--- config.mk ---
export PLATFORM = sky130hd
export DESIGN_NAME = mac_engine
export DESIGN_NICKNAME = d
export VERILOG_FILES = /design/src/verilog/conv_pkg.sv /design/src/verilog/mac_engine.sv
export SDC_FILE = /design/constraint.sdc
export NUM_CORES = 1
export LEC_CHECK = 0
export BUFFER_PORTS_ARGS = -buffer_cell sky130_fd_sc_hd__buf_4
export CAP_MARGIN = 20
export CORE_UTILIZATION = 45
export CTS_CLUSTER_DIAMETER = 100
export DETAILED_ROUTE_END_ITERATION = 8
export PLACE_DENSITY_LB_ADDON = 0.3
export SLEW_MARGIN = 20
export SYNTH_ARGS = -nofsm -noshare
export SYNTH_HDL_FRONTEND = slang
export SYNTH_SLANG_ARGS = --single-unit
--- constraint.sdc ---
create_clock -name clk -period 11.17 [get_ports clk]
set_input_delay 3.351 -clock clk [delete_from_list [all_inputs] [get_ports clk]]
set_output_delay 3.351 -clock clk [all_outputs]
set_load 0.01 [all_outputs]
--- src/verilog/conv_pkg.sv ---
/*
 * Shared widths, buffer map and enums for the convolution core.
 * Buffer regions are fixed and nothing checks a load against its region's size.
 * Word byte order: element 0 in bits 31..24 on input, channel 0 in bits 7..0 on output.
 */
`default_nettype none

package conv_pkg;

  localparam int DATA_W         = 32;  // stream and buffer word
  localparam int BYTE_W         = 8;
  localparam int BYTES_PER_WORD = 4;
  localparam int PROD_W         = 16;
  localparam int ACC_W          = 28;
  localparam int ADDR_W         = 10;
  localparam int BUF_DEPTH      = 1024;
  localparam int LEN_W          = 7;   // word and channel counts

  // region start addresses
  localparam logic [ADDR_W-1:0] FEAT_BASE   = 10'd0;
  localparam logic [ADDR_W-1:0] BIAS_BASE   = 10'd64;
  localparam logic [ADDR_W-1:0] WEIGHT_BASE = 10'd128;

  // requantization
  localparam int                BIAS_SHIFT = 6;   // bias alignment, low bit of result field
  localparam int                SAT_HI_BIT = 26;
  localparam logic [BYTE_W-1:0] SAT_MAX    = 8'd127;

  typedef enum logic [1:0] {CMD_LOAD_FEAT, CMD_LOAD_WEIGHT, CMD_LOAD_BIAS, CMD_RUN} cmd_e;
  typedef enum logic [1:0] {ST_IDLE, ST_LOAD, ST_RUN} ctrl_state_e;

endpackage

`default_nettype wire

--- src/verilog/mac_engine.sv ---
/*
 * Per output channel, reads each feature word and its weight word and runs the
 * four byte pairs through a 3-stage signed multiplier and a 28-bit accumulator.
 * A channel starts only while acc_ready is high.
 */
`timescale 1ns/1ps
`default_nettype none

module mac_engine import conv_pkg::*; (
  input  wire logic              clk,
  input  wire logic              rstn,
  input  wire logic              run_start,
  input  wire logic [LEN_W-1:0]  run_words,
  input  wire logic [LEN_W-1:0]  run_outch,
  input  wire logic              gnt,
  input  wire logic              rvalid,
  input  wire logic [DATA_W-1:0] rdata,
  input  wire logic              acc_ready,
  output logic                   req,
  output logic [ADDR_W-1:0]      addr,
  output logic                   acc_valid,
  output logic [ACC_W-1:0]       acc,
  output logic [LEN_W-1:0]       acc_chan,
  output logic                   acc_last
);

  typedef enum logic [2:0] {MS_IDLE, MS_START, MS_FEAT, MS_WGT, MS_FEED, MS_DRAIN} mac_state_e;

  mac_state_e                           state;
  logic                                 pend;      // read granted, data not back yet
  logic [LEN_W-1:0]                     word_idx, chan;
  logic [ADDR_W-1:0]                    wgt_addr;
  logic [$clog2(BYTES_PER_WORD)-1:0]    byte_cnt;
  logic [DATA_W-1:0]                    feat_q, wgt_q;
  logic                                 feeding, last_chan;
  logic [BYTE_W-1:0]                    a_in, b_in;

  // multiplier pipeline
  logic              v1, v2, v3, f1, f2, f3, s1, s2;
  logic [BYTE_W-1:0] a_mag, b_mag;
  logic [PROD_W-1:0] prod_u, prod_s;

  assign feeding   = (state == MS_FEED);
  assign last_chan = (chan == run_outch - 1'b1);
  assign a_in      = feat_q[DATA_W-1 -: BYTE_W];  // element 0 sits in the top byte
  assign b_in      = wgt_q[DATA_W-1 -: BYTE_W];
  assign req       = ((state == MS_FEAT) || (state == MS_WGT)) && !pend;
  assign addr      = (state == MS_FEAT) ? FEAT_BASE + ADDR_W'(word_idx) : wgt_addr;

  //////////////////////////////////////////////////////////////
  // sequencer
  //////////////////////////////////////////////////////////////

  always_ff @(posedge clk) begin
    if (!rstn) begin
      state     <= MS_IDLE;
      pend      <= 1'b0;
      acc_valid <= 1'b0;
      chan      <= '0;
      word_idx  <= '0;
      byte_cnt  <= '0;
      wgt_addr  <= WEIGHT_BASE;
    end else begin
      acc_valid <= 1'b0;
      case (state)
        MS_IDLE: begin
          if (run_start) begin
            state    <= MS_START;
            chan     <= '0;
            wgt_addr <= WEIGHT_BASE;  // channels follow each other in the buffer
          end
        end
        MS_START: begin
          if (acc_ready && !acc_valid) begin  // packer has taken the previous result
            state    <= MS_FEAT;
            word_idx <= '0;
          end
        end
        MS_FEAT, MS_WGT: begin
          if (gnt) pend <= 1'b1;
          if (rvalid) begin
            pend <= 1'b0;
            if (state == MS_FEAT) begin
              state <= MS_WGT;
            end else begin
              state    <= MS_FEED;
              byte_cnt <= '0;
              wgt_addr <= wgt_addr + 1'b1;
            end
          end
        end
        MS_FEED: begin
          byte_cnt <= byte_cnt + 1'b1;
          if (byte_cnt == BYTES_PER_WORD - 1) begin
            if (word_idx == run_words - 1'b1) begin
              state <= MS_DRAIN;
            end else begin
              word_idx <= word_idx + 1'b1;
              state    <= MS_FEAT;
            end
          end
        end
        MS_DRAIN: begin
          if (!(v1 || v2 || v3)) begin  // last product is in acc
            acc_valid <= 1'b1;
            acc_chan  <= chan;
            acc_last  <= last_chan;
            chan      <= chan + 1'b1;
            state     <= last_chan ? MS_IDLE : MS_START;
          end
        end
        default: state <= MS_IDLE;
      endcase
    end
  end

  // word registers shift one byte pair out per feed cycle
  always_ff @(posedge clk) begin
    if (rvalid && state == MS_FEAT) begin
      feat_q <= rdata;
    end else if (rvalid && state == MS_WGT) begin
      wgt_q <= rdata;
    end else if (feeding) begin
      feat_q <= feat_q << BYTE_W;
      wgt_q  <= wgt_q << BYTE_W;
    end
  end

  //////////////////////////////////////////////////////////////
  // signed multiply and accumulate
  //////////////////////////////////////////////////////////////

  always_ff @(posedge clk) begin
    if (!rstn) begin
      v1 <= 1'b0;
      v2 <= 1'b0;
      v3 <= 1'b0;
    end else begin
      v1 <= feeding;
      v2 <= v1;
      v3 <= v2;
    end
  end

  always_ff @(posedge clk) begin
    a_mag  <= a_in[BYTE_W-1] ? -a_in : a_in;   // -128 gives 128 unsigned
    b_mag  <= b_in[BYTE_W-1] ? -b_in : b_in;
    s1     <= a_in[BYTE_W-1] ^ b_in[BYTE_W-1];
    f1     <= (word_idx == '0) && (byte_cnt == '0);
    prod_u <= PROD_W'(a_mag) * PROD_W'(b_mag);
    s2     <= s1;
    f2     <= f1;
    prod_s <= s2 ? -prod_u : prod_u;
    f3     <= f2;
    if (v3) acc <= (f3 ? '0 : acc) + {{(ACC_W-PROD_W){prod_s[PROD_W-1]}}, prod_s};
  end

endmodule

`default_nettype wire

==> After elaboration in Yosys (flattened, before gate mapping) <==
Cells that the tools add are included.
Widths: inputs -> output; s select.
{ "classes": {"n_shift": 0, "n_eq_ne": 16, "div_mod_pow": 0, "n_lt_le_gt_ge": 0, "muxes": 36, "addsub": 10, "multipliers": 1, "n_reduce_logical": 31, "bitwise": 3} }
{ "ops": {"columns": ["op", "n"], "rows": [
  ["$mux 32", 5],
  ["$mux 7", 7],
  ["$mux 10", 4],
  ["$add 28x28->28", 1],
  ["$mux 28", 1],
  ["$pmux 7 s2", 2],
  ["$mux 3", 7],
  ["$pmux 10 s2", 1],
  ["$mul 8x8->16", 1],
  ["$mux 16", 1],
  ["$neg 16->16", 1],
  ["$neg 8->8", 2],
  ["$pmux 3 s5", 1],
  ["$add 7x1->7 const B", 2],
  ["$eq 7x7->1", 2],
  ["$ne 2x2->1 const B", 7],
  ["$reduce_bool 2->1", 7],
  ["$sub 7x1->7 const B", 2],
  ["$add 10x1->10 const B", 1],
  ["$reduce_and 3->1", 3],
  ["$reduce_and 2->1", 4],
  ["$reduce_and 4->1", 2],
  ["$logic_not 7->1", 1],
  ["$eq 3x2->1 const B", 2],
  ["17 further kinds", 30]
]} }
{ "totals": {"regBits": 187, "in_bits": 52, "mem_bits_rw": 0, "mem_bits_ro": 0, "mem_count": 0, "latchBits": 0} }

==> Logic depth before layout (Yosys ltp) <==
Gate-level depths: netlist of run 1.
{ "logic_depth": {"word_depth": 5, "ltp_mapped": 17, "depth_no_buf": 17} }

==> Worst setup path before layout of run 1 <==
OpenSTA, ideal clock, no wires.
{ "synth_path": {"path_type": "input port to flip-flop", "from": "in rvalid", "to": "reg feat_q[0] (enable)", "setup_time_ns": 0.394, "path_slack_ns": 5.972, "t_required_ns": 10.776, "path_stages": 4, "t_arrival_ns": 4.804, "n_path_buf": 1, "cell_sequence": "inv_1 -> nor3_2 -> clkbuf_1 -> nand2b_1"} }
{ "synth_via": {"elab_chain_len": 3, "word_cells_on_any_way": 5, "classes_between": "eq/ne: 1; reduce/logical: 4"} }
{ "synth_rtl": {"columns": ["element", "line_no", "source"], "rows": [
  ["from (decl)", "mac_engine.sv:16", "input wire logic rvalid,"],
  ["$logic_and 1x1->1, on equally long branches", "mac_engine.sv:119, mac_engine.sv:121", null],
  ["$ne 2x2->1 (no source line) / $reduce_bool 2->1 (equally long branches)", null, null],
  ["$reduce_and 2->1 (no source line) (*)", null, null],
  ["to (signal assigned)", "mac_engine.sv:120", "feat_q <= rdata;"],
  ["to (signal assigned)", "mac_engine.sv:124", "feat_q <= feat_q << BYTE_W;"],
  ["to (decl)", "mac_engine.sv:34", "logic [DATA_W-1:0] feat_q, wgt_q;"]
]} }
Mark *: on every way between the ends. The rest lies on a longest branch, timed or not.
A chain may end at the register's enable or synchronous reset.

==> Worst setup path after layout of run 1 <==
{ "layout_path": {"from": "reg state[1]", "to": "out addr[3]"} }
{ "layout_via": {"elab_chain_len": 2} }
{ "layout_rtl": {"columns": ["element", "line_no", "source"], "rows": [
  ["from (decl)", "mac_engine.sv:29", "mac_state_e state;"],
  ["from (signal assigned)", "mac_engine.sv:109", "state <= last_chan ? MS_IDLE : MS_START;"],
  ["$eq 3x2->1", "mac_engine.sv:48", "assign addr = (state == MS_FEAT) ? FEAT_BASE + ADDR_W'(word_idx) : wgt_addr;"],
  ["$mux 10", "mac_engine.sv:48", null],
  ["to (decl)", "mac_engine.sv:20", "output logic [ADDR_W-1:0] addr,"]
]} }
Every way passes these cells.

==> run metrics, run 1 <==
multi-input logic area=6040 µm²; Main synth FF type=edfxtp_1; register area share after synthesis=0.4241; Core Footprint=24320 µm²; HP Class=flip-flop to flip-flop; Pwr Total=0.002687 W; xor/xnor share of the synthesized area=0.06878; clk sinks=187; Avg Inst Size Synth=10.21 µm²; FF/Latch Area=4745 µm²; Tmin final=5.777 ns; CTS tree=built; dpl ws=5.866 ns; fin crit share=0.5172; Post-Syn Nets=1259; fin nets=1360; DIE AREA=25500 µm²; crit-path max FO=13; Seq cells post-synth=187; CTS root buffer=clkbuf_16; Initial Utilization=0.4601; PortBufs=99; Req. time, crit path=7.82 ns; routed vias=7865; RSZ-0062 raised after global routing=false; mux cell area share after synthesis=0.03400; LEAKAGE=5.512 nW; Finished Layout Cells=1534; Placed Instances=1502; first-iteration detailed-routing DRC count=390; Pwr Density=208.4 nW/µm²; DRT Pass-1 Iters=7; Vias/cell=5.127; clock network fraction of total power=0.229; crit path kind=flip-flop to output port; Sw Ratio=0.3729; worst path arrival time=2.43 ns; diode count=0; initial antenna violation count=0; synth warn=0; Die Ht=159.7 µm; number of max-cap violations=0; Rel. slew slack=0.5026; vias in the first global route=7716; latest clock arrival within the worst-skew pair=0.44 ns; H-tree Lvls=4; final worst setup slack=5.393 ns; Final Max Slew Viols=0; synth unique cells=76; kind of end point of the critical path=output port; Num CTS Buffers=17; post_cts resized=0; EDFF count, synth=100; post-CTS setup buffers=0; quantity of hold-fixing buffers added after cts=0; # IOs=100; Final setup viols=0; startpoint types=flip-flop; status=finished, final reports clean; site row count=57; net switching power=0.001002 W; die width=159.7 µm; area grow syn2layout=15.23%; CTS Buffer Depth=2; largest family of logic cells by synthesized area=simple AND/OR/NAND/NOR gates; final hold vios=0; gr usage total=0.1713; worst-margin pin slew=0.7434 ns; grt ovf=0; Post-Synthesis Cell Area=11190 µm²; # DRC=0; internal power=0.001685 W; Synth Area in Compound Gates=0.1012; DRT Wirelength=21090 µm; most common cell after layout, fill and taps aside=nand2_1; share of power burned in registers=0.358; DR WL/cell=13.75 µm; fmax=173.1 MHz; final HPWL from detailed placement=15490 µm; Final TNS setup=0 ns; commonest non-fill, non-tap cells in the layout=146 x nand2_1, 106 x buf_4, 100 x edfxtp_1; asr flop ratio synth=0; Fillers=2162; first-pass GRT wire length=35540 µm; Synth Area in Simple Gates=0.1858; Setup Skew=0.01520 ns; fraction of the mapped netlist area in adder cells=0.1490; combinational share of power=0.413; fraction of layout cells with a size suffix above 1=0.1603; pin count of the biggest net entering global routing=34; clock slew at reported path FFs=0.08 ns; Post-Syn Instances=1096; gp weighted congestion=0.8133; Max rail drop VDD=0.1182 mV; Finished Core Util=0.5301; Antenna Violating Nets Remaining=0
worst paths after layout:
kind,startpoint,to,slack [ns],depth (start not counted)
worst min-delay path,f1$_DFF_P_,f2$_DFF_P_,0.33,0
worst max register to register,b_mag[5]$_DFF_P_,prod_u[15]$_DFF_P_,6.83,14
worst min register to register,f1$_DFF_P_,f2$_DFF_P_,0.33,0
worst max-delay path,state[1]$_SDFFE_PN0P_,addr[3],5.39,4
kinds of logic after synthesis:
group                      Yosys count
AOI/OAI and AO/OA                  167
adders and majority gates          111
and+or+nand+nor                    406
buffers and inverters              104
DFF                                187
xor gates and xnor gates            87
muxes                               34
per-layer routing:
metal	vias up	part of all wire	routed length, µm	global-route usage
met3	21	0.042	895	0.02935
met1	3675	0.45	9525	0.2169
met2	185	0.49	10380	0.2979
li1	3984	-	-	-
met4	0	0.013	284	0.05245
met5	-	0	0	0
cell usage after synthesis (5+ instances only):
cell / number / area (µm²)
mux2_2: 31 / 349.1
and2_1: 69 / 431.7
fa_1: 37 / 740.7
o21ai_0: 31 / 155.2
o21a_1: 5 / 37.54
xnor2_1: 63 / 551.8
o31ai_1: 8 / 60.06
a31oi_1: 7 / 43.79
a21o_1: 18 / 135.1
nand2b_1: 16 / 100.1
nand3_1: 22 / 110.1
or4_1: 5 / 37.54
buf_2: 6 / 30.03
a21oi_1: 42 / 210.2
inv_1: 78 / 292.8
o21ai_1: 6 / 30.03
a211oi_1: 8 / 60.06
nor3_1: 10 / 50.05
nand2_1: 146 / 548.0
dfxtp_1: 87 / 1742
ha_1: 74 / 925.9
edfxtp_1: 100 / 3003
nand4_1: 9 / 56.30
and3_1: 8 / 50.05
xor2_1: 23 / 201.4
nor2b_1: 36 / 225.2
nor2_1: 48 / 180.2
or3_1: 13 / 81.33
clkbuf_1: 15 / 56.30
stage by stage:
step | area [µm²] | hold WS [ns]
after floorplan | 11190 | 0.3096
after global placement | 12290 | 0.3100
after detailed placement | 12290 | 0.3128
after CTS | 12890 | 0.3311
after global routing | 12890 | 0.3392
final | 12890 | 0.3307
critical path, stage by stage, from the launching register on:
cell and delay (ns):
dfxtp_1 0.58, nand2_1 0.33, nor2_2 0.53, mux2_2 0.41, buf_4 0.14
power by group through the flow:
| stage | clock [W] | sequential, W | combinational, W |
|---|---|---|---|
| finish | 0.000616 | 0.000962 | 0.00111 |
| global route | 0.000657 | 0.000977 | 0.00128 |
| CTS | 0.000628 | 0.000964 | 0.00113 |
| detailed placement | 0 | 0.000980 | 0.00112 |
| global placement | 0 | 0.000977 | 0.00110 |
| floorplan | 0 | 0.000933 | 0.000937 |
sequential cells by signal (all words and copies together) (netlist names), 2 cells and up:
signal    cells
a_mag         8
acc          28
acc_chan      7
b_mag         8
byte_cnt      2
chan          7
feat_q       32
prod_s       16
prod_u       16
state         3
wgt_addr     10
wgt_q        32
word_idx      7
layout make-up:
class	instances	share of cell area
multi-input combinational	805	0.4685
sequential	187	0.3680
timing repair buffer	106	0.06172
clock buffer	17	0.03300
tap	324	0.03144
inverter	80	0.02329
clock inverter	15	0.01407
Note: power is estimated with default switching activity, not from simulation.
==> run 2: changes to the inputs <==
- clock period: 11.17 -> 5.2 ns (I/O delays scaled with it)
==> run metrics, run 2 (synthesis results as in run 1) <==
status=finished, final reports clean; share of power burned in registers=0.359 (about the same); Vias/cell=5.147 (+0.40%); latest clock arrival within the worst-skew pair=0.44 ns (about the same); LEAKAGE=5.491 nW (-0.38%); startpoint types=flip-flop; Top Registers=feat_q: 32 flops, wgt_q: 32 flops, acc: 28 flops; Max rail drop VDD=0.2637 mV (+120%); CTS tree=built; commonest non-fill, non-tap cells in the layout=146 x nand2_1, 105 x buf_4, 100 x edfxtp_1; site row count=57 (unchanged); Rel. slew slack=0.4751 (-0.02745); H-tree Lvls=4 (unchanged); Setup Skew=0.01479 ns (-0.0004046 ns); quantity of hold-fixing buffers added after cts=0 (unchanged); Pwr Density=448.0 nW/µm² (+110%); # DRC=0 (unchanged); clock slew at reported path FFs=0.08 ns (about the same); crit path kind=flip-flop to flip-flop; area grow syn2layout=14.95%; final HPWL from detailed placement=15730 µm (+1.6%); Req. time, crit path=5.52 ns (-2.30 ns); Max stage delay cell, worst path=fa_1; DR WL/cell=14.08 µm (+2.4%); pin count of the biggest net entering global routing=34 (unchanged); die width=159.7 µm (unchanged); fraction of layout cells with a size suffix above 1=0.1605 (about the same); fmax=231.9 MHz; kind of end point of the critical path=flip-flop; worst path arrival time=4.63 ns (+2.20 ns); Fillers=2140 (-1.0%); initial antenna violation count=0 (unchanged); RSZ-0062 raised after global routing=false; worst path cell trace=and2_1, fa_1, fa_1, fa_1, inv_1, fa_1, inv_1, ha_1, or3_1, o21ai_0, a21oi_1, a211oi_1, a21oi_1, xnor2_1; Final Max Slew Viols=0 (unchanged); gr usage total=0.1720 (+0.0007036); Tmin final=4.313 ns; Die Ht=159.7 µm (unchanged); Initial Utilization=0.4601 (unchanged); Finished Core Util=0.5288 (-0.001286); Num CTS Buffers=17 (unchanged); Final setup viols=0 (unchanged); diode count=0 (unchanged); internal power=0.003609 W (+110%); PortBufs=99 (unchanged); clk sinks=187 (unchanged); final hold vios=0 (unchanged); clock network fraction of total power=0.224 (-0.005); Top cell by count, worst path=fa_1; Sw Ratio=0.3736 (+0.0007551); first-pass GRT wire length=35650 µm (+0.33%); HP Class=flip-flop to flip-flop; CTS Buffer Depth=2 (unchanged); grt ovf=0 (unchanged); fin crit share=0.8294; DIE AREA=25500 µm² (unchanged); crit-path max FO=8 (-5); DRT Pass-1 Iters=5 (-2); Core Footprint=24320 µm² (unchanged); buffer and inverter count on the worst path=2 (+1); vias in the first global route=7591 (-1.6%); Min Hold Slack=0.3285 ns (-0.002239 ns); routed vias=7891 (+0.33%); DRT Wirelength=21580 µm (+2.3%); Crit path max-delay family=adder cells; slowest stage delay, CP=0.54 ns (-0.04 ns); # IOs=100 (unchanged); net switching power=0.002153 W (+110%); first-iteration detailed-routing DRC count=378 (-3.1%); combinational share of power=0.417 (+0.004); post-CTS setup buffers=0 (unchanged); worst-margin pin slew=0.7844 ns (+0.04102 ns); Antenna Violating Nets Remaining=0 (unchanged); gp weighted congestion=0.8186 (+0.65%); number of max-cap violations=0 (unchanged); most common cell after layout, fill and taps aside=nand2_1; Final TNS setup=0 ns (unchanged); CTS root buffer=clkbuf_16; fin nets=1359 (-0.074%); post_cts resized=0 (unchanged)
==> run 2: final timing paths <==
| kind | startpoint | to | slack [ns] | depth (start not counted) |
|---|---|---|---|---|
| max | b_mag[7]$_SDFF_PN0_ | prod_u[15]$_DFF_P_ | 0.89 | 14 |
| min | f2$_DFF_P_ | f3$_DFF_P_ | 0.33 | 0 |
| max reg2reg | b_mag[7]$_SDFF_PN0_ | prod_u[15]$_DFF_P_ | 0.89 | 14 |
| min reg2reg | f2$_DFF_P_ | f3$_DFF_P_ | 0.33 | 0 |
==> run 2: metrics by stage <==
step	total power, W	setup WS [ns]	std cells	area [µm²]
5_1_grt	0.006191	0.7293	1533	12860
3_3_place_gp	0.004457	0.9499	1501	12280
3_5_place_dp	0.004522	0.8757	1501	12280
4_1_cts	0.005815	0.8652	1533	12860
2_1_floorplan	0.004018	1.116	1096	11190
6_report	0.005762	0.8871	1533	12860
==> run 2: area by class of cell <==
cell class | instances | area [µm²] | area share
Inverter | 80 | 300.3 | 0.02335
Clock buffer | 17 | 425.4 | 0.03308
Clock inverter | 15 | 156.4 | 0.01216
Tap cell | 324 | 405.4 | 0.03152
Timing Repair Buffer | 105 | 788.3 | 0.06129
Multi-Input combinational cell | 805 | 6040 | 0.4696
Sequential cell | 187 | 4746 | 0.3690
==> run 2: layer usage <==
metal / track usage / wire, µm / vias up
met4: 0.05594 / 367 / 0
met5: 0 / 0 / -
met2: 0.2900 / 10280 / 181
met3: 0.03429 / 921 / 30
met1: 0.2211 / 10020 / 3696
li1: - / - / 3984
==> run 2: power groups by stage <==
| stage | logic [W] | clock network [W] | registers, W |
|---|---|---|---|
| 2_1_floorplan | 0.00201 | 0 | 0.00200 |
| 3_3_place_gp | 0.00236 | 0 | 0.00210 |
| 3_5_place_dp | 0.00242 | 0 | 0.00210 |
| 4_1_cts | 0.00243 | 0.00131 | 0.00207 |
| 5_1_grt | 0.00273 | 0.00136 | 0.00210 |
| 6_report | 0.00240 | 0.00129 | 0.00207 |
==> run 3: changes to the inputs <==
- clock period: 5.2 -> 4 ns (I/O delays scaled with it)
==> run metrics, run 3 (synthesis results as in run 1) <==
quantity of hold-fixing buffers added after cts=0 (unchanged); reg2reg start=b_mag[2]$_DFF_P_; R2R Setup Slk=-0.004 ns (-0.89 ns); min-delay src=f2$_DFF_P_; kind of end point of the critical path=flip-flop; final hold vios=0 (unchanged); latest clock arrival within the worst-skew pair=0.44 ns (about the same); failing checks=negative setup slack; worst-margin pin slew=0.8844 ns (+0.09997 ns); Post-DP Area=12470 µm² (+1.5%); HP Class=flip-flop to flip-flop; dpl ws=-0.1236 ns (-0.9993 ns); worst path arrival time=4.32 ns (-0.31 ns); routed vias=8079 (+2.4%); Max stage delay cell, worst path=fa_1; clk sinks=187 (unchanged); crit-path max FO=8 (unchanged); pin count of the biggest net entering global routing=33 (-2.9%); Die Ht=159.7 µm (unchanged); diode count=0 (unchanged); fraction of layout cells with a size suffix above 1=0.2050 (+0.04456); vias in the first global route=7983 (+5.2%); # DRC=0 (unchanged); die width=159.7 µm (unchanged); grt ovf=0 (unchanged); most common cell after layout, fill and taps aside=nand2_1; fmax=249.7 MHz (+7.7%); Tmin final=4.004 ns (-0.3089 ns); hold depth=0 (unchanged); fin nets=1384 (+1.8%); commonest non-fill, non-tap cells in the layout=145 x nand2_1, 130 x buf_4, 100 x edfxtp_1; slowest stage delay, CP=0.55 ns (about the same); Fillers=2073 (-3.1%); PortBufs=99 (unchanged); worst path cell trace=and2_1, fa_1, fa_1, fa_1, inv_1, fa_1, inv_2, ha_4, or3_4, o21ai_2, a21oi_2, a211oi_2, a21oi_2, xnor2_1; Final Max Slew Viols=0 (unchanged); number of max-cap violations=0 (unchanged); gp weighted congestion=0.8399 (+2.6%); initial antenna violation count=0 (unchanged); Num CTS Buffers=17 (unchanged); Finished Layout Cells=1558 (+1.6%); Placed Instances=1524 (+1.5%); GR Layer Usage met1=0.2247 (+0.003656); fin crit share=1.001 (+0.1716); Core Footprint=24320 µm² (unchanged); Min Hold Slack=0.3314 ns (+0.002929 ns); Max rail drop VDD=0.4698 mV (+78%); LEAKAGE=5.652 nW (+2.9%); Antenna Violating Nets Remaining=0 (unchanged); Reg-to-Reg End=prod_u[15]$_DFF_P_; startpoint types=flip-flop; # IOs=100 (unchanged); met2 usage=0.3094 (+0.01945); worst hold path endpoint=f3$_DFF_P_; DR WL/cell=14.36 µm (+2.0%); area grow syn2layout=17.98%; RSZ-0062 raised after global routing=true; crit path kind=flip-flop to flip-flop; Top cell by count, worst path=fa_1; DRT Pass-1 Iters=4 (-1); CTS root buffer=clkbuf_16; Req. time, crit path=4.32 ns (-1.20 ns); gr usage total=0.1795 (+0.007440); site row count=57 (unchanged); final HPWL from detailed placement=16280 µm (+3.5%); H-tree Lvls=4 (unchanged); final instance area=13200 µm² (+2.6%); Rel. slew slack=0.4085 (-0.06663); Vias/cell=5.185 (+0.74%); Top Registers=feat_q: 32 flops, wgt_q: 32 flops, acc: 28 flops; CTS Buffer Depth=2 (unchanged); first-iteration detailed-routing DRC count=374 (-1.1%); status=finished with violations; Setup Skew=0.01384 ns (-0.0009552 ns); final worst setup slack=-0.004017 ns (-0.8911 ns); Final setup viols=1 (+1); first-pass GRT wire length=37310 µm (+4.6%); clock slew at reported path FFs=0.08 ns (about the same); CTS tree=built; Pwr Density=625.5 nW/µm² (+40%); GR peak layer=met2; DRT Wirelength=22370 µm (+3.7%); Initial Utilization=0.4601 (unchanged); worst r2r path cells=14 (unchanged); met3 usage=0.03299 (-0.001299); DIE AREA=25500 µm² (unchanged)
[run 3: changes by cell type in the layout (fill, tap and decap cells not counted), moves of 4 or more]
cell	change
buf_4	+25
dfxtp_1	-11
dfxtp_2	+7
dfxtp_4	+4
[run 3: final cells by class]
class	instances	area (µm²)	share of cell area
clock buffers	17	425.4	0.03223
clock inverters	15	191.4	0.01450
inverters	80	300.3	0.02275
multi-input cells	805	6132	0.4645
flip-flops and latches	187	4770	0.3613
well taps	324	405.4	0.03071
repair buffers	130	975.9	0.07393
[run 3: critical path, delay by kind of cell, from the launching register on]
| kind | cells | cell delay [ns] |
|---|---|---|
| AOI/OAI and AO/OA | 4 | 0.52 |
| xor gates and xnor gates | 1 | 0.13 |
| and+or+nand+nor | 2 | 0.53 |
| adders and majority gates | 5 | 2.22 |
| buffers and inverters | 2 | 0.10 |
| DFF | 1 | 0.37 |
[run 3: repair_timing]
item,in CTS,in global routing
setup endpoints to repair,3,6
cloned,0,0
buffers inserted,1,1
pin swaps,7,19
gates resized for setup,10,30
hold endpoints to repair,0,0
[run 3: how the worst max path moves through the flow]
| stage | startpoint | to | slack (ns) | cells after the start |
|---|---|---|---|---|
| after floorplan | b_mag[7]$_SDFF_PN0_ | prod_u[15]$_DFF_P_ | 0.01 | 14 |
| after global placement | b_mag[4]$_DFF_P_ | prod_u[15]$_DFF_P_ | -0.06 | 14 |
| after detailed placement | a_mag[3]$_DFF_P_ | prod_u[15]$_DFF_P_ | -0.12 | 14 |
| after CTS | a_mag[5]$_DFF_P_ | prod_u[15]$_DFF_P_ | 0.004 | 16 |
| after global routing | a_mag[2]$_DFF_P_ | prod_u[15]$_DFF_P_ | -0.13 | 14 |
| final | b_mag[2]$_DFF_P_ | prod_u[15]$_DFF_P_ | -0.004 | 14 |
[run 3: per-layer routing]
layer  wire length (µm)  share of wire
met5                  0              0
met4                371          0.017
met3                870          0.039
met2              11070           0.50
met1              10050           0.45
[run 3: metrics by stage]
step	total power (W)	utilization	TNS [ns]
detailed placement	0.006161	0.5127	-0.2408
floorplan	0.005288	-	0
global route	0.008880	0.5428	-0.2339
global placement	0.006071	0.5127	-0.08146
CTS	0.008022	0.5391	0
finish	0.008257	0.5428	-0.004017
[run 3: where the power goes]
part | switching, W | internal [W]
logic | 0.00198 | 0.00186
registers | 0.000233 | 0.00242
clock network | 0.000897 | 0.000867
