<file path="src/verilog/conv_pkg.sv">
/*
 * Shared widths, buffer map and enums for the convolution core.
 * Buffer regions are fixed and nothing checks a load against its region's size.
 * Word byte order: element 0 in bits 31..24 on input, channel 0 in bits 7..0 on output.
 */
`default_nettype none

package conv_pkg;

  localparam int DATA_W         = 32;  // stream and buffer word
  localparam int BYTE_W         = 8;
  localparam int BYTES_PER_WORD = 4;
  localparam int PROD_W         = 16;
  localparam int ACC_W          = 28;
  localparam int ADDR_W         = 10;
  localparam int BUF_DEPTH      = 1024;
  localparam int LEN_W          = 7;   // word and channel counts

  // region start addresses
  localparam logic [ADDR_W-1:0] FEAT_BASE   = 10'd0;
  localparam logic [ADDR_W-1:0] BIAS_BASE   = 10'd64;
  localparam logic [ADDR_W-1:0] WEIGHT_BASE = 10'd128;

  // requantization
  localparam int                BIAS_SHIFT = 6;   // bias alignment, low bit of result field
  localparam int                SAT_HI_BIT = 26;
  localparam logic [BYTE_W-1:0] SAT_MAX    = 8'd127;

  typedef enum logic [1:0] {CMD_LOAD_FEAT, CMD_LOAD_WEIGHT, CMD_LOAD_BIAS, CMD_RUN} cmd_e;
  typedef enum logic [1:0] {ST_IDLE, ST_LOAD, ST_RUN} ctrl_state_e;

endpackage

`default_nettype wire

</file>
<file path="src/verilog/requant_packer.sv">
/*
 * Adds the channel bias, clamps to 0..127 and packs four results per word.
 * One result is handled at a time; acc_ready is low while busy or holding a word.
 */
`timescale 1ns/1ps
`default_nettype none

module requant_packer import conv_pkg::*; (
  input  wire logic              clk,
  input  wire logic              rstn,
  input  wire logic              acc_valid,
  input  wire logic [ACC_W-1:0]  acc,
  input  wire logic [LEN_W-1:0]  acc_chan,
  input  wire logic              acc_last,
  input  wire logic              gnt,
  input  wire logic              rvalid,
  input  wire logic [DATA_W-1:0] rdata,
  input  wire logic              m_tready,
  output logic                   acc_ready,
  output logic                   req,
  output logic [ADDR_W-1:0]      addr,
  output logic [DATA_W-1:0]      m_tdata,
  output logic                   m_tvalid,
  output logic                   m_tlast,
  output logic                   out_done
);

  typedef enum logic [2:0] {PQ_IDLE, PQ_REQ, PQ_WAIT, PQ_ADD, PQ_SEND} pq_state_e;

  localparam int LANE_W = $clog2(BYTES_PER_WORD);
  localparam int TOP    = BIAS_SHIFT + BYTE_W - 1;  // first bit above the result field

  pq_state_e         state;
  logic [ACC_W-1:0]  acc_q, sum;
  logic [LEN_W-1:0]  chan_q;
  logic              last_q;
  logic [BYTE_W-1:0] bias_q, res;
  logic [LANE_W-1:0] lane;

  assign lane      = chan_q[LANE_W-1:0];
  assign acc_ready = (state == PQ_IDLE);
  assign req       = (state == PQ_REQ);
  assign addr      = BIAS_BASE + ADDR_W'(chan_q >> LANE_W);
  assign out_done  = m_tvalid & m_tready & m_tlast;

  assign sum = acc_q + {{(ACC_W-BYTE_W-BIAS_SHIFT){bias_q[BYTE_W-1]}}, bias_q,
                        {BIAS_SHIFT{1'b0}}};

  always_comb begin
    if (sum[ACC_W-1])                res = '0;       // negative
    else if (|sum[SAT_HI_BIT:TOP])   res = SAT_MAX;  // too large
    else                             res = {1'b0, sum[TOP-1:BIAS_SHIFT]};
  end

  always_ff @(posedge clk) begin
    if (!rstn) begin
      state    <= PQ_IDLE;
      m_tvalid <= 1'b0;
      m_tlast  <= 1'b0;
    end else begin
      case (state)
        PQ_IDLE: if (acc_valid) state <= PQ_REQ;
        PQ_REQ:  if (gnt) state <= PQ_WAIT;   // addr held until granted
        PQ_WAIT: if (rvalid) state <= PQ_ADD;
        PQ_ADD: begin
          if (lane == LANE_W'(BYTES_PER_WORD - 1)) begin
            state    <= PQ_SEND;
            m_tvalid <= 1'b1;
            m_tlast  <= last_q;
          end else begin
            state <= PQ_IDLE;
          end
        end
        PQ_SEND: begin
          if (m_tready) begin
            state    <= PQ_IDLE;
            m_tvalid <= 1'b0;
            m_tlast  <= 1'b0;
          end
        end
        default: state <= PQ_IDLE;
      endcase
    end
  end

  always_ff @(posedge clk) begin
    if (acc_valid && state == PQ_IDLE) begin
      acc_q  <= acc;
      chan_q <= acc_chan;
      last_q <= acc_last;
    end
    if (rvalid && state == PQ_WAIT) bias_q <= rdata[DATA_W-1-BYTE_W*lane -: BYTE_W];
    if (state == PQ_ADD) m_tdata[BYTE_W*lane +: BYTE_W] <= res;  // channel 0 in low byte
  end

endmodule

`default_nettype wire

</file>
<file path="config.mk">
export PLATFORM = sky130hd
export DESIGN_NAME = requant_packer
export DESIGN_NICKNAME = d
export VERILOG_FILES = /design/src/verilog/conv_pkg.sv /design/src/verilog/requant_packer.sv
export SDC_FILE = /design/constraint.sdc
export NUM_CORES = 1
export LEC_CHECK = 0
export BUFFER_PORTS_ARGS = -buffer_cell sky130_fd_sc_hd__buf_2
export CORE_ASPECT_RATIO = 1.75
export CORE_MARGIN = 2
export CORE_UTILIZATION = 40
export DETAILED_ROUTE_END_ITERATION = 16
export MAX_ROUTING_LAYER = met4
export SLEW_MARGIN = 5
export SYNTH_ARGS = -nofsm -noshare
export SYNTH_HDL_FRONTEND = slang
export SYNTH_SLANG_ARGS = --single-unit
</file>
<file path="constraint.sdc">
create_clock -name clk -period 6 [get_ports clk]
set_clock_uncertainty 0.05 [all_clocks]
set_input_delay 0.3 -clock clk [delete_from_list [all_inputs] [get_ports clk]]
set_output_delay 0.3 -clock clk [all_outputs]
set_load 0.05 [all_outputs]
</file>
# Word-level counts from Yosys, hierarchy flattened
# Index checks and enable logic that the tools add are counted.
# W data, S select, Z words.
word_totals:
  regBits: 81
  in_bits: 74
  word_cells: 48
op_classes:
  n_addsub: 4
  n_eq_ne: 10
  shift: 3
  muxes: 14
  bitwise: 2
  n_reduce_logical: 7
op_table:
  columns: ["operator", "n"]
  rows:
  - ["$shiftx A39 B33 Y8", 1]
  - ["$neg A5 Y34", 1]
  - ["$shift A8 B34 Y32 const A", 1]
  - ["$shiftx A8 B34 Y32", 1]
  - ["$bwmux W32", 1]
  - ["$add A28 B28 Y28", 1]
  - ["$mux W3", 5]
  - ["$pmux W3 S5", 1]
  - ["$reduce_or A14 Y1", 1]
  - ["$ne A2 B2 Y1 const B", 5]
  - ["$add A7 B5 Y8 const A", 1]
  - ["$mux W8", 1]
  - ["$mux W7", 1]
  - ["$eq A3 B2 Y1 const B", 2]
  - ["$sub A5 B5 Y6 const A", 1]
  - ["$pmux W1 S2", 2]
  - ["$reduce_and A4 Y1", 1]
  - ["$eq A3 B1 Y1 const B", 1]
  - ["$eq A3 B3 Y1 const B", 1]
  - ["$logic_not A3 Y1", 1]
  - ["$mux W1", 3]
  - ["$reduce_and A3 Y1", 1]
  - ["$and A1 B1 Y1", 2]
  - ["$eq A2 B2 Y1 const B", 1]
  - ["other kinds (2)", 3]

# Depth between registers and ports, before layout
# Gate-level depths: netlist (run 1).
logic_depth:
  depth_word: 6
  ltp_mapped: 12

# Worst setup path before layout (run 1)
# Ideal clock, no wire load.
synth_path:
  kind: "register -> register"
  startpoint: "register acc_q[6]"
  endpoint: "register m_tdata[0], data pin"
  t_arrival_ns: 2.972
  required_time_ns: 5.672
  path_slack_ns: 2.700
  stages_incl_launch_ff: 13
  path_buffers: 3
  period_less_slack_ns: 3.300
  path_cell_list: "edfxtp_1 ha_1 fa_1 a21oi_2 o221ai_2 and3_1 clkbuf_2 or4_1 a2111oi_0 and4_1 buf_6 buf_12 a21oi_1"
synth_between:
  elab_chain_cells: 6
synth_rtl:
  columns: ["element", "line_no", "source"]
  rows:
  - ["from (decl)", "requant_packer.sv:34", "logic [ACC_W-1:0] acc_q, sum;"]
  - ["from (signal assigned)", "requant_packer.sv:88", "acc_q <= acc;"]
  - ["$add A28 B28 Y28 (*)", "requant_packer.sv:46", "assign sum = acc_q + {{(ACC_W-BYTE_W-BIAS_SHIFT){bias_q[BYTE_W-1]}}, bias_q,"]
  - ["$reduce_or A14 Y1", "requant_packer.sv:51", "else if (|sum[SAT_HI_BIT:TOP]) res = SAT_MAX;"]
  - ["$mux W7", "requant_packer.sv:51", null]
  - ["$mux W8 (*)", "requant_packer.sv:50", "if (sum[ACC_W-1]) res = '0;"]
  - ["$shiftx A8 B34 Y32 (*)", "requant_packer.sv:93", "if (state == PQ_ADD) m_tdata[BYTE_W*lane +: BYTE_W] <= res;"]
  - ["$bwmux W32 (*)", "requant_packer.sv:93", null]
  - ["to (signal, indexed assignment)", "requant_packer.sv:93", null]
  - ["to (decl)", "requant_packer.sv:22", "output logic [DATA_W-1:0] m_tdata,"]
# Every way passes the cells marked *; elsewhere a longest branch is shown, timed or not.
# A chain may end at the register's enable or synchronous reset.

# Worst setup path after layout (run 1)
layout_path:
  startpoint: "register bias_q[7]"
  endpoint: "register m_tdata[22], data pin"
layout_between:
  elab_chain_cells: 6
layout_rtl:
  columns: ["element", "line_no", "source"]
  rows:
  - ["from (decl)", "requant_packer.sv:37", "logic [BYTE_W-1:0] bias_q, res;"]
  - ["from (signal assigned)", "requant_packer.sv:92", "if (rvalid && state == PQ_WAIT) bias_q <= rdata[DATA_W-1-BYTE_W*lane -: BYTE_W];"]
  - ["$add A28 B28 Y28 (*)", "requant_packer.sv:46", null]
  - ["$reduce_or A14 Y1", "requant_packer.sv:51", null]
  - ["$mux W7", "requant_packer.sv:51", null]
  - ["$mux W8 (*)", "requant_packer.sv:50", null]
  - ["$shiftx A8 B34 Y32 (*)", "requant_packer.sv:93", null]
  - ["$bwmux W32 (*)", "requant_packer.sv:93", null]
# Marks and branches as above.

==> out/metrics.yaml, run 1 <==
outcome: "completed"
synth_edf_count: 66
clock_sinks: 71
wl_per_cell_um: 17.3
grt_pass1_wl_mm: 15.9
synth_cell_type_count: 60
grt_overflow_total: 0
dpl.hpwl_mm: 7.75
crit_slowest_cell: "and4_1"
drt-initial-drc-count: 194
seqPwrFrac: 0.416
maxSlewHeadroom: 0.239
syn-cell-area_mm2: 0.00414
path_common_cell: "a21oi_1"
setup_viol: 0
cts_tree: "built"
grt_start_max_net_pins: 31
synth.largest_area_cell: "edfxtp_1"
drt-total-wl_mm: 9.97
routabilityCongestion: 0.861
switching_share: 0.267
critPathMaxStageDelay_ns: 0.87
max-cap-violations: 0
avgSynthCellArea_um2: 12.0
fmax_ghz: 0.235
port_buffers: 105
cts.reportedPaths.clkPinSlew_ns: 0.06
post-cts-setup-buffers: 0
diodes: 0
cp_max_fo: 28
dieHeight_um: 139
worstPathRequired_ns: 5.99
firstDrtPassIters: 4
powerDensity_mw_per_mm2: 280
vias: 3177
min_period_ns: 4.26
slew_violations: 0
cp_cell_sequence: "ha_1 -> a21o_1 -> a21oi_1 -> o22ai_1 -> or4_1 -> a2111oi_0 -> and4_1 -> a21oi_1"
reg2reg_depth: 8
min_path_cells: 1
min_path_type: "in2reg"
min_period_over_period: 0.709
cts_hold_buf: 0
rsz0062_at_grt: "no"
final_common_cell: "buf_2"
switchingPower_w: 0.000374
vdd.ir_drop.worst_mv: 0.168
p_int_w: 0.00103
yosysTopAreaCellShare: 0.479
layout_common_cells: "105 x buf_2, 66 x edfxtp_1, 52 x a21oi_1, 27 x ha_1, 12 x nand2_1"
ctsResizeCount: 0
final_util: 0.492
worst_pin_slew_ns: 1.13
crit_type: "reg2reg"
vias_per_cell: 5.52
io_pins: 121
track_usage: 0.195
fp.dieW_um: 80.9
drc: 0
die_area_mm2: 0.0112
arrival_ns: 4.25
area_growth_pct: 21.0
finalHoldViolations: 0
clkPwrFrac: 0.415
rows: 49
yosys-top-cells-area: "edfxtp_1 48%, ha_1 8.2%, a21oi_1 6.3%, mux4_2 4.4%, buf_4 2.5%"
setup-tns-final_ns: 0
worstSetupEndpointType: "flip-flop"
yosys_warnings: 0
htreeDepth: 3
synth_cells: 344
drive_above_1_share: 0.301
start_util: 0.406
synth-async-reset-ratio: 0
fin_nets: 546
ys_ff_latch: 71
cp-start-kind: "flip-flop"
ys_seq_area_frac: 0.503
cts-buffers-inserted: 9
antenna_left: 0
clkLatencyLatePin_ns: 0.34
cts-root-buf: "clkbuf_16"
synthFlopType: "edfxtp_1"
antenna_found_initial: 0
grt_pass1_vias: 3182
comb_power_share: 0.170
cts_buffer_depth: 2
leakagePower_nw: 2.01
core_mm2: 0.0102
[worst paths after layout]
path                            start               endpoint  slack, ns
hold reg to reg      last_q$_DFFE_PP_   m_tlast$_SDFFE_PN0P_       0.47
hold / removal                acc[20]    acc_q[20]$_DFFE_PP_       0.08
setup / recovery  bias_q[7]$_DFFE_PP_  m_tdata[22]$_DFFE_PP_       1.74
setup reg to reg  bias_q[7]$_DFFE_PP_  m_tdata[22]$_DFFE_PP_       1.74
[per-stage QoR]
stage / power, W / worst slack (ns) / std cells / hold WS [ns] / instance area, um^2
floorplan: 0.000767 / 2.70 / 351 / 0.349 / 4160
global placement: 0.000826 / 1.74 / 560 / 0.426 / 4670
detailed placement: 0.000830 / 1.66 / 560 / 0.428 / 4670
CTS: 0.00141 / 1.65 / 576 / 0.0726 / 5000
global route: 0.00146 / 1.31 / 576 / 0.0685 / 5000
finish: 0.00140 / 1.74 / 576 / 0.0850 / 5000
[cell type report]
class / count / area, um^2
clock buffer: 9 / 225
clock inverter: 7 / 104
fill: 994 / 5170
inverter: 7 / 26.3
multi-input combinational: 248 / 1870
sequential: 71 / 2080
tap: 127 / 159
timing repair buffer: 107 / 541
[critical path: cells and delay by family, from the launching register on]
family,cells,cell delay (ns)
AO/OA/AOI/OAI,5,1.33
adder cells (fa/ha/maj),1,0.43
flip-flops,1,0.78
AND/OR/NAND/NOR,2,1.37
[power by group through the flow]
| stage | Clock [W] | Combinational (W) | Sequential (W) |
|---|---|---|---|
| 2_1_floorplan | 0 | 0.000180 | 0.000587 |
| 5_1_grt | 0.000615 | 0.000263 | 0.000585 |
| 3_3_place_gp | 0 | 0.000234 | 0.000592 |
| 3_5_place_dp | 0 | 0.000237 | 0.000593 |
| 4_1_cts | 0.000592 | 0.000239 | 0.000582 |
| 6_report | 0.000580 | 0.000237 | 0.000582 |
[routing by layer]
metal | wire length (um) | track usage | vias to the layer above
met5 | 0 | - | -
met4 | 327 | 0.0919 | 0
met3 | 460 | 0.0398 | 20
met2 | 5550 | 0.344 | 111
met1 | 3640 | 0.199 | 1499
li1 | - | - | 1547
[cells by family (layout without fill, tap and decap cells)]
group / after synthesis / in the layout / synth area share
compound gates: 112 / 112 / 0.173
buf+inv: 32 / 130 / 0.0517
simple gates: 77 / 77 / 0.109
fa+ha+maj: 28 / 28 / 0.0865
flops: 71 / 71 / 0.503
mux: 10 / 10 / 0.0484
xor+xnor: 12 / 12 / 0.0254
other cells: 2 / 9 / 0.00182
[Yosys cell counts (2+ instances only)]
| cell | n |
|---|---|
| nor3b_1 | 4 |
| a221oi_1 | 2 |
| nand2_1 | 12 |
| mux2i_1 | 2 |
| a21o_1 | 10 |
| nor2_1 | 9 |
| nor3_1 | 4 |
| nand3_1 | 5 |
| conb_1 | 2 |
| a21oi_1 | 52 |
| edfxtp_1 | 66 |
| a211oi_1 | 3 |
| buf_4 | 14 |
| a21oi_2 | 2 |
| o2111ai_1 | 5 |
| or3_1 | 3 |
| or4_1 | 2 |
| ha_1 | 27 |
| clkbuf_1 | 6 |
| dfxtp_1 | 5 |
| o21a_1 | 3 |
| nor4_1 | 9 |
| o221ai_1 | 2 |
| and3_1 | 5 |
| and4_1 | 3 |
| inv_1 | 7 |
| o211ai_1 | 2 |
| a31oi_1 | 3 |
| nor2b_1 | 4 |
| and2_1 | 7 |
| o31ai_1 | 3 |
| xnor2_1 | 10 |
| buf_12 | 2 |
| o21ai_0 | 11 |
| a2111oi_0 | 3 |
| a22oi_1 | 2 |
| mux4_2 | 8 |
| xor2_1 | 2 |
| nand4_1 | 2 |
[registers in the layout, summed over array words and instances (netlist names)]
signal and flops:
acc_q 22, m_tdata 28, chan_q 7, bias_q 8
m_tlast 1, state 3, m_tvalid 1, last_q 1
Note: power is estimated with default switching activity, not from simulation.
==> run 2: changes to the inputs <==
ABC_AREA = 1   (was not set)
clock period = 3.92 ns   (was 6 ns; I/O delays follow)
==> run 2 against run 1 <==
Effect of this change:
- critical endpoint is now m_tdata[27]$_DFFE_PP_
- setup slack got worse by 0.93 ns
- core utilization rose by 2.2 points
- critical path depth rose by 7
- die area rose by 8.4%
- maximum frequency rose by 37%
==> out/metrics.yaml, run 2 <==
outcome: "completed"  # unchanged
synth_fa_ha_area_frac: 0.0796  # was 0.0865
antenna_found_initial: 0  # unchanged
ff2ff_setup_slack_ns: 0.81  # was 1.74 ns
synth.area.mux_share: 0  # was 0.0484
highest_layer: "met4"  # unchanged
finalHoldViolations: 0  # unchanged
synth_xor_area_frac: 0.0256  # was 0.0254
cts.reportedPaths.clkPinSlew_ns: 0.06  # about the same
post-place-cells: 767  # was 560
grt_start_max_net_pins: 28  # was 31
cts_tree: "built"  # unchanged
grt_pass1_wl_mm: 17.5  # was 15.9 mm
setup_viol: 0  # unchanged
ys_top_cells_by_count: "134 x nand2_1, 76 x inv_1, 74 x nor2_1, 66 x edfxtp_1, 32 x nand3_1"  # was 66 x edfxtp_1, 52 x a21oi_1, 27 x ha_1, 14 x buf_4, 12 x nand2_1
drive_above_1_share: 0.207  # was 0.301
fin_nets: 778  # was 546
worstPathRequired_ns: 3.95  # was 5.99 ns
start_util: 0.407  # was 0.406
setup-tns-final_ns: 0  # unchanged
wl_per_cell_um: 13.2  # was 17.3 um
area_growth_pct: 26.1  # was 21.0%
drt-initial-drc-count: 171  # was 194
multi_input_area_mm2: 0.00201  # was 0.00187 mm^2
rsz0062_at_grt: "no"  # unchanged
grt_pass1_vias: 3837  # was 3182
track_usage: 0.189  # was 0.195
min_path_type: "in2reg"  # unchanged
io_pins: 121  # unchanged
cp_max_fo: 15  # was 28
avgSynthCellArea_um2: 8.31  # was 12.0 um^2
ys_seq_area_frac: 0.463  # was 0.503
wl_met2_mm: 5.82  # was 5.55 mm
fp.dieW_um: 84.2  # was 80.9 um
p_total_w: 0.00320  # was 0.00140 W
min_period_ns: 3.11  # was 4.26 ns
cp-start-kind: "flip-flop"  # unchanged
yosysMostFrequentCell: "nand2_1"  # was edfxtp_1
antenna_left: 0  # unchanged
finalNonFillerCells: 813  # was 576
synth.largest_area_cell: "edfxtp_1"  # unchanged
synth_simple_gate_area_frac: 0.271  # was 0.109
yosys-top-cells-area: "edfxtp_1 44%, nand2_1 11%, ha_1 7.5%, inv_1 6.3%, nor2_1 6.2%"  # was edfxtp_1 48%, ha_1 8.2%, a21oi_1 6.3%, mux4_2 4.4%, buf_4 2.5%
slew_violations: 0  # unchanged
syn-cell-area_mm2: 0.00450  # was 0.00414 mm^2
final_util: 0.514  # was 0.492
post-cts-setup-buffers: 0  # unchanged
ys_ff_latch: 71  # unchanged
layout_common_cells: "134 x nand2_1, 105 x buf_2, 76 x inv_1, 74 x nor2_1, 66 x edfxtp_1"  # was 105 x buf_2, 66 x edfxtp_1, 52 x a21oi_1, 27 x ha_1, 12 x nand2_1
synth_compound_area_frac: 0.0634  # was 0.173
synth_cells: 541  # was 344
grt_overflow_total: 0  # unchanged
synth_top_family_by_area: "simple AND/OR/NAND/NOR gates"  # was compound AO/OA/AOI/OAI gates
ctsResizeCount: 0  # unchanged
dpl.hpwl_mm: 8.51  # was 7.75 mm
regMostFlops: "m_tdata"  # unchanged
worst_pin_slew_ns: 0.827  # was 1.13 ns
route.met3.wl_um: 507  # was 460 um
rows: 51  # was 49
cts-buffers-inserted: 9  # unchanged
maxSlewHeadroom: 0.449  # was 0.239
seq_area_mm2: 0.00208  # unchanged
synth-async-reset-ratio: 0  # unchanged
final_common_cell: "nand2_1"  # was buf_2
arrival_ns: 3.14  # was 4.25 ns
reg_top3: "m_tdata x28, acc_q x22, bias_q x8"  # unchanged
yosysTopAreaCellShare: 0.441  # was 0.479
firstDrtPassIters: 4  # unchanged
vias: 3874  # was 3177
min_period_over_period: 0.793  # was 0.709
max-cap-violations: 0  # unchanged
m1WireLength_mm: 4.25  # was 3.64 mm
diodes: 0  # unchanged
largest_register_ffs: 28  # unchanged
drt-total-wl_mm: 10.7  # was 9.97 mm
dieHeight_um: 144  # was 139 um
clkLatencyLatePin_ns: 0.34  # about the same
vdd.ir_drop.worst_mv: 0.419  # was 0.168 mV
powerDensity_mw_per_mm2: 565  # was 280 mW/mm^2
yosys_warnings: 0  # unchanged
crit_type: "reg2reg"  # unchanged
port_buffers: 105  # unchanged
fmax_ghz: 0.322  # was 0.235 GHz
synth_edf_count: 66  # unchanged
htreeDepth: 3  # unchanged
fill_cells: 1092  # was 994
worstSetupEndpointType: "flip-flop"  # unchanged
cts_buffer_depth: 2  # unchanged
core_mm2: 0.0110  # was 0.0102 mm^2
synth_cell_type_count: 37  # was 60
leakagePower_nw: 2.67  # was 2.01 nW
vias_per_cell: 4.77  # was 5.52
drc: 0  # unchanged
cts-root-buf: "clkbuf_16"  # unchanged
clock_sinks: 71  # unchanged
synthFlopType: "edfxtp_1"  # unchanged
routabilityCongestion: 0.899  # was 0.861
die_area_mm2: 0.0121  # was 0.0112 mm^2
run 2: report_power, final:
group	total, W	internal, W	switching (W)
sequential	0.00105	0.000985	0.0000668
combinational	0.00140	0.000449	0.000948
clock	0.000754	0.000428	0.000327
run 2: stage by stage:
stage	cell area (um^2)	setup slack, ns	hold WS (ns)
6_report	5670	0.810	0.117
2_1_floorplan	4520	0.808	0.245
4_1_cts	5670	0.765	0.0964
3_5_place_dp	5100	0.768	0.324
5_1_grt	5670	0.568	0.137
3_3_place_gp	5100	0.769	0.322
run 2: critical path: stages (launching register included):
cell	delay, ns
edfxtp_1	0.74
ha_1	0.40
nand2_1	0.20
inv_1	0.06
a21oi_1	0.19
nor2_1	0.06
nor2_1	0.14
nand2_2	0.08
nand2_1	0.06
nand2_1	0.07
nor2_1	0.13
nand2_1	0.10
nor2_4	0.19
nand3_1	0.16
nand4_1	0.15
nor2_1	0.06
run 2: layer usage:
metal	GRT usage	vias to the layer above
li1	-	2022
met1	0.190	1730
met2	0.361	105
met3	0.0354	17
met4	0.0671	0
met5	-	-
run 2: final timing paths:
kind / cells past startpoint / endpoint / start
worst min register to register: 2 / m_tvalid$_SDFFE_PN0P_ / m_tvalid$_SDFFE_PN0P_
worst max-delay path: 15 / m_tdata[27]$_DFFE_PP_ / bias_q[7]$_DFFE_PP_
worst max register to register: 15 / m_tdata[27]$_DFFE_PP_ / bias_q[7]$_DFFE_PP_
worst min-delay path: 3 / state[2]$_SDFFE_PN0P_ / rstn
run 2: cell type report:
cell class,instances,share of cell area
clock inverters,7,0.00816
inverters,79,0.0523
flip-flops and latches,71,0.367
repair buffers,137,0.148
well taps,132,0.0291
clock buffers,9,0.0397
multi-input cells,378,0.355
run 2: repair_timing:
action	in CTS	in global routing
endpoints found under the setup margin	0	0
hold buffers	30	0
hold endpoints to repair	30	0
run 2: cell families (layout without fill, tap and decap cells):
family                     Yosys count  in the layout
other                                2              9
adders and majority gates           28             28
buffers and inverters               99            232
AOI/OAI and AO/OA                   50             50
and+or+nand+nor                    280            280
xor gates and xnor gates            11             11
DFF                                 71             71
==> run 3: changes to the inputs <==
clock period = 2.9 ns   (was 3.92 ns; I/O delays follow)
==> run 3 against run 2 <==
Effect of this change:
- setup slack worse by 0.62 ns
- critical path depth is 2 lower
- non-clock buffer count is 21 higher
- combinational power is 59% higher
- sequential share of layout area is 2.8 points lower
- die area stayed put
- sequential power is 35% higher
- clock power is 49% higher
- cell area is 8.3% higher
==> out/metrics.yaml, run 3 (same netlist as run 2, synthesis figures left out) <==
worstSetupEndpointType: "flip-flop"  # unchanged
wl_per_cell_um: 13.4  # was 13.2 um
finalNonFillerCells: 834  # was 813
fill_cells: 1043  # was 1092
crit_type: "reg2reg"  # unchanged
rows: 51  # unchanged
port_buffers: 105  # unchanged
htreeDepth: 3  # unchanged
regMostFlops: "m_tdata"  # unchanged
worstPathRequired_ns: 2.93  # was 3.95 ns
powerDensity_mw_per_mm2: 775  # was 565 mW/mm^2
dpl.hpwl_mm: 8.80  # was 8.51 mm
clkLatencyLatePin_ns: 0.34  # about the same
fp.dieW_um: 84.2  # unchanged
drive_above_1_share: 0.298  # was 0.207
setup_viol: 0  # unchanged
cp_max_fo: 7  # was 15
leakagePower_nw: 2.79  # was 2.67 nW
max-cap-violations: 0  # unchanged
io_pins: 121  # unchanged
final_common_cell: "nand2_1"  # unchanged
grt_overflow_total: 0  # unchanged
pre_cts_slack_ns: 0.0748  # was 0.768 ns
track_usage: 0.196  # was 0.189
min_period_over_period: 0.935  # was 0.793
area_growth_pct: 36.5  # was 26.1%
vdd.ir_drop.worst_mv: 0.614  # was 0.419 mV
drc: 0  # unchanged
antenna_left: 0  # unchanged
start_util: 0.407  # unchanged
slew_violations: 0  # unchanged
clock_sinks: 71  # unchanged
fin_nets: 799  # was 778
diodes: 0  # unchanged
reg_top3: "m_tdata x28, acc_q x22, bias_q x8"  # unchanged
worst_pin_slew_ns: 0.621  # was 0.827 ns
finalHoldViolations: 0  # unchanged
maxSlewHeadroom: 0.585  # was 0.449
grt_pass1_wl_mm: 18.0  # was 17.5 mm
drt-total-wl_mm: 11.2  # was 10.7 mm
core_mm2: 0.0110  # unchanged
outcome: "completed"  # unchanged
largest_register_ffs: 28  # unchanged
setup-tns-final_ns: 0  # unchanged
holdWs_ns: 0.0528  # was 0.117 ns
cts_buffer_depth: 2  # unchanged
vias: 4004  # was 3874
min_path_type: "in2reg"  # unchanged
setup_ws_ns: 0.188  # was 0.810 ns
die_area_mm2: 0.0121  # unchanged
min_period_ns: 2.71  # was 3.11 ns
cp-start-kind: "flip-flop"  # unchanged
routabilityCongestion: 0.847  # was 0.899
arrival_ns: 2.74  # was 3.14 ns
grt_pass1_vias: 3970  # was 3837
cts_tree: "built"  # unchanged
vias_per_cell: 4.80  # was 4.77
antenna_found_initial: 0  # unchanged
cts.reportedPaths.clkPinSlew_ns: 0.06  # about the same
cts-buffers-inserted: 9  # unchanged
layout_common_cells: "125 x nand2_1, 105 x buf_2, 76 x inv_1, 66 x edfxtp_1, 64 x nor2_1"  # was 134 x nand2_1, 105 x buf_2, 76 x inv_1, 74 x nor2_1, 66 x edfxtp_1
grt_start_max_net_pins: 28  # unchanged
cts-root-buf: "clkbuf_16"  # unchanged
post-place-cells: 788  # was 767
dieHeight_um: 144  # unchanged
fmax_ghz: 0.369  # was 0.322 GHz
drt-initial-drc-count: 213  # was 171
firstDrtPassIters: 4  # unchanged
-- run 3: cell types whose count changed in the layout (fill, tap and decap cells not counted), moves of 9 or more --
cell,change
buf_4,+20
ha_1,-15
ha_4,+12
nor2_1,-10
nor2_2,+10
nand2_1,-9
nand2_2,+9
nand3_1,-9
nand3_2,+9
-- run 3: area by class of cell --
class                           count  area (um^2)  share of cell area
Sequential cell                    71         2080               0.339
Clock buffer                       10          229              0.0373
Multi-Input combinational cell    378         2280               0.372
Inverter                           79          297              0.0483
Tap cell                          132          165              0.0269
Clock inverter                      6         70.1              0.0114
Timing Repair Buffer              158         1010               0.165
-- run 3: power breakdown --
group | internal, W | switching (W) | leakage, nW
Clock | 0.000672 | 0.000445 | 0.141
Combinational | 0.000806 | 0.00142 | 1.99
Sequential | 0.00133 | 0.0000842 | 0.656
-- run 3: final timing paths --
check	slack, ns	cells past startpoint	startpoint	to
worst min-delay path	0.05	3	rstn	state[0]$_SDFFE_PN0P_
worst min register to register	0.43	2	m_tlast$_SDFFE_PN0P_	m_tlast$_SDFFE_PN0P_
worst max register to register	0.19	13	bias_q[3]$_DFFE_PP_	m_tdata[26]$_DFFE_PP_
worst max-delay path	0.19	13	bias_q[3]$_DFFE_PP_	m_tdata[26]$_DFFE_PP_
-- run 3: through the flow --
stage | instance area, um^2 | utilization | power [W]
2_1_floorplan | 4530 | - | 0.00289
3_3_place_gp | 5280 | 0.478 | 0.00341
3_5_place_dp | 5280 | 0.478 | 0.00344
4_1_cts | 5870 | 0.532 | 0.00460
5_1_grt | 6140 | 0.556 | 0.00507
6_report | 6140 | 0.556 | 0.00476
-- run 3: repair_timing --
action | in CTS | in global routing
setup buffers | 0 | 0
hold endpoints to repair | 30 | 0
setup endpoints to repair | 0 | 28
gates resized for setup | 0 | 55
hold buffers | 30 | 0
-- run 3: metal layers --
metal,track usage,wire length (um),vias to the layer above
li1,-,-,2063
met4,0.0866,290,0
met1,0.189,4260,1797
met3,0.0280,434,20
met5,-,0,-
met2,0.381,6240,124
-- run 3: worst max-delay path, stage by stage (launching register included) --
cell and delay (ns):
edfxtp_1 0.37, ha_1 0.41, nand2_2 0.14, nor2_2 0.14, nand3_1 0.08, nand2_1 0.17
xnor2_1 0.14, inv_1 0.06, nor2_1 0.18, nand3_1 0.15, nor2_4 0.24, nand3_2 0.13
nand4_1 0.14, nor2_1 0.05
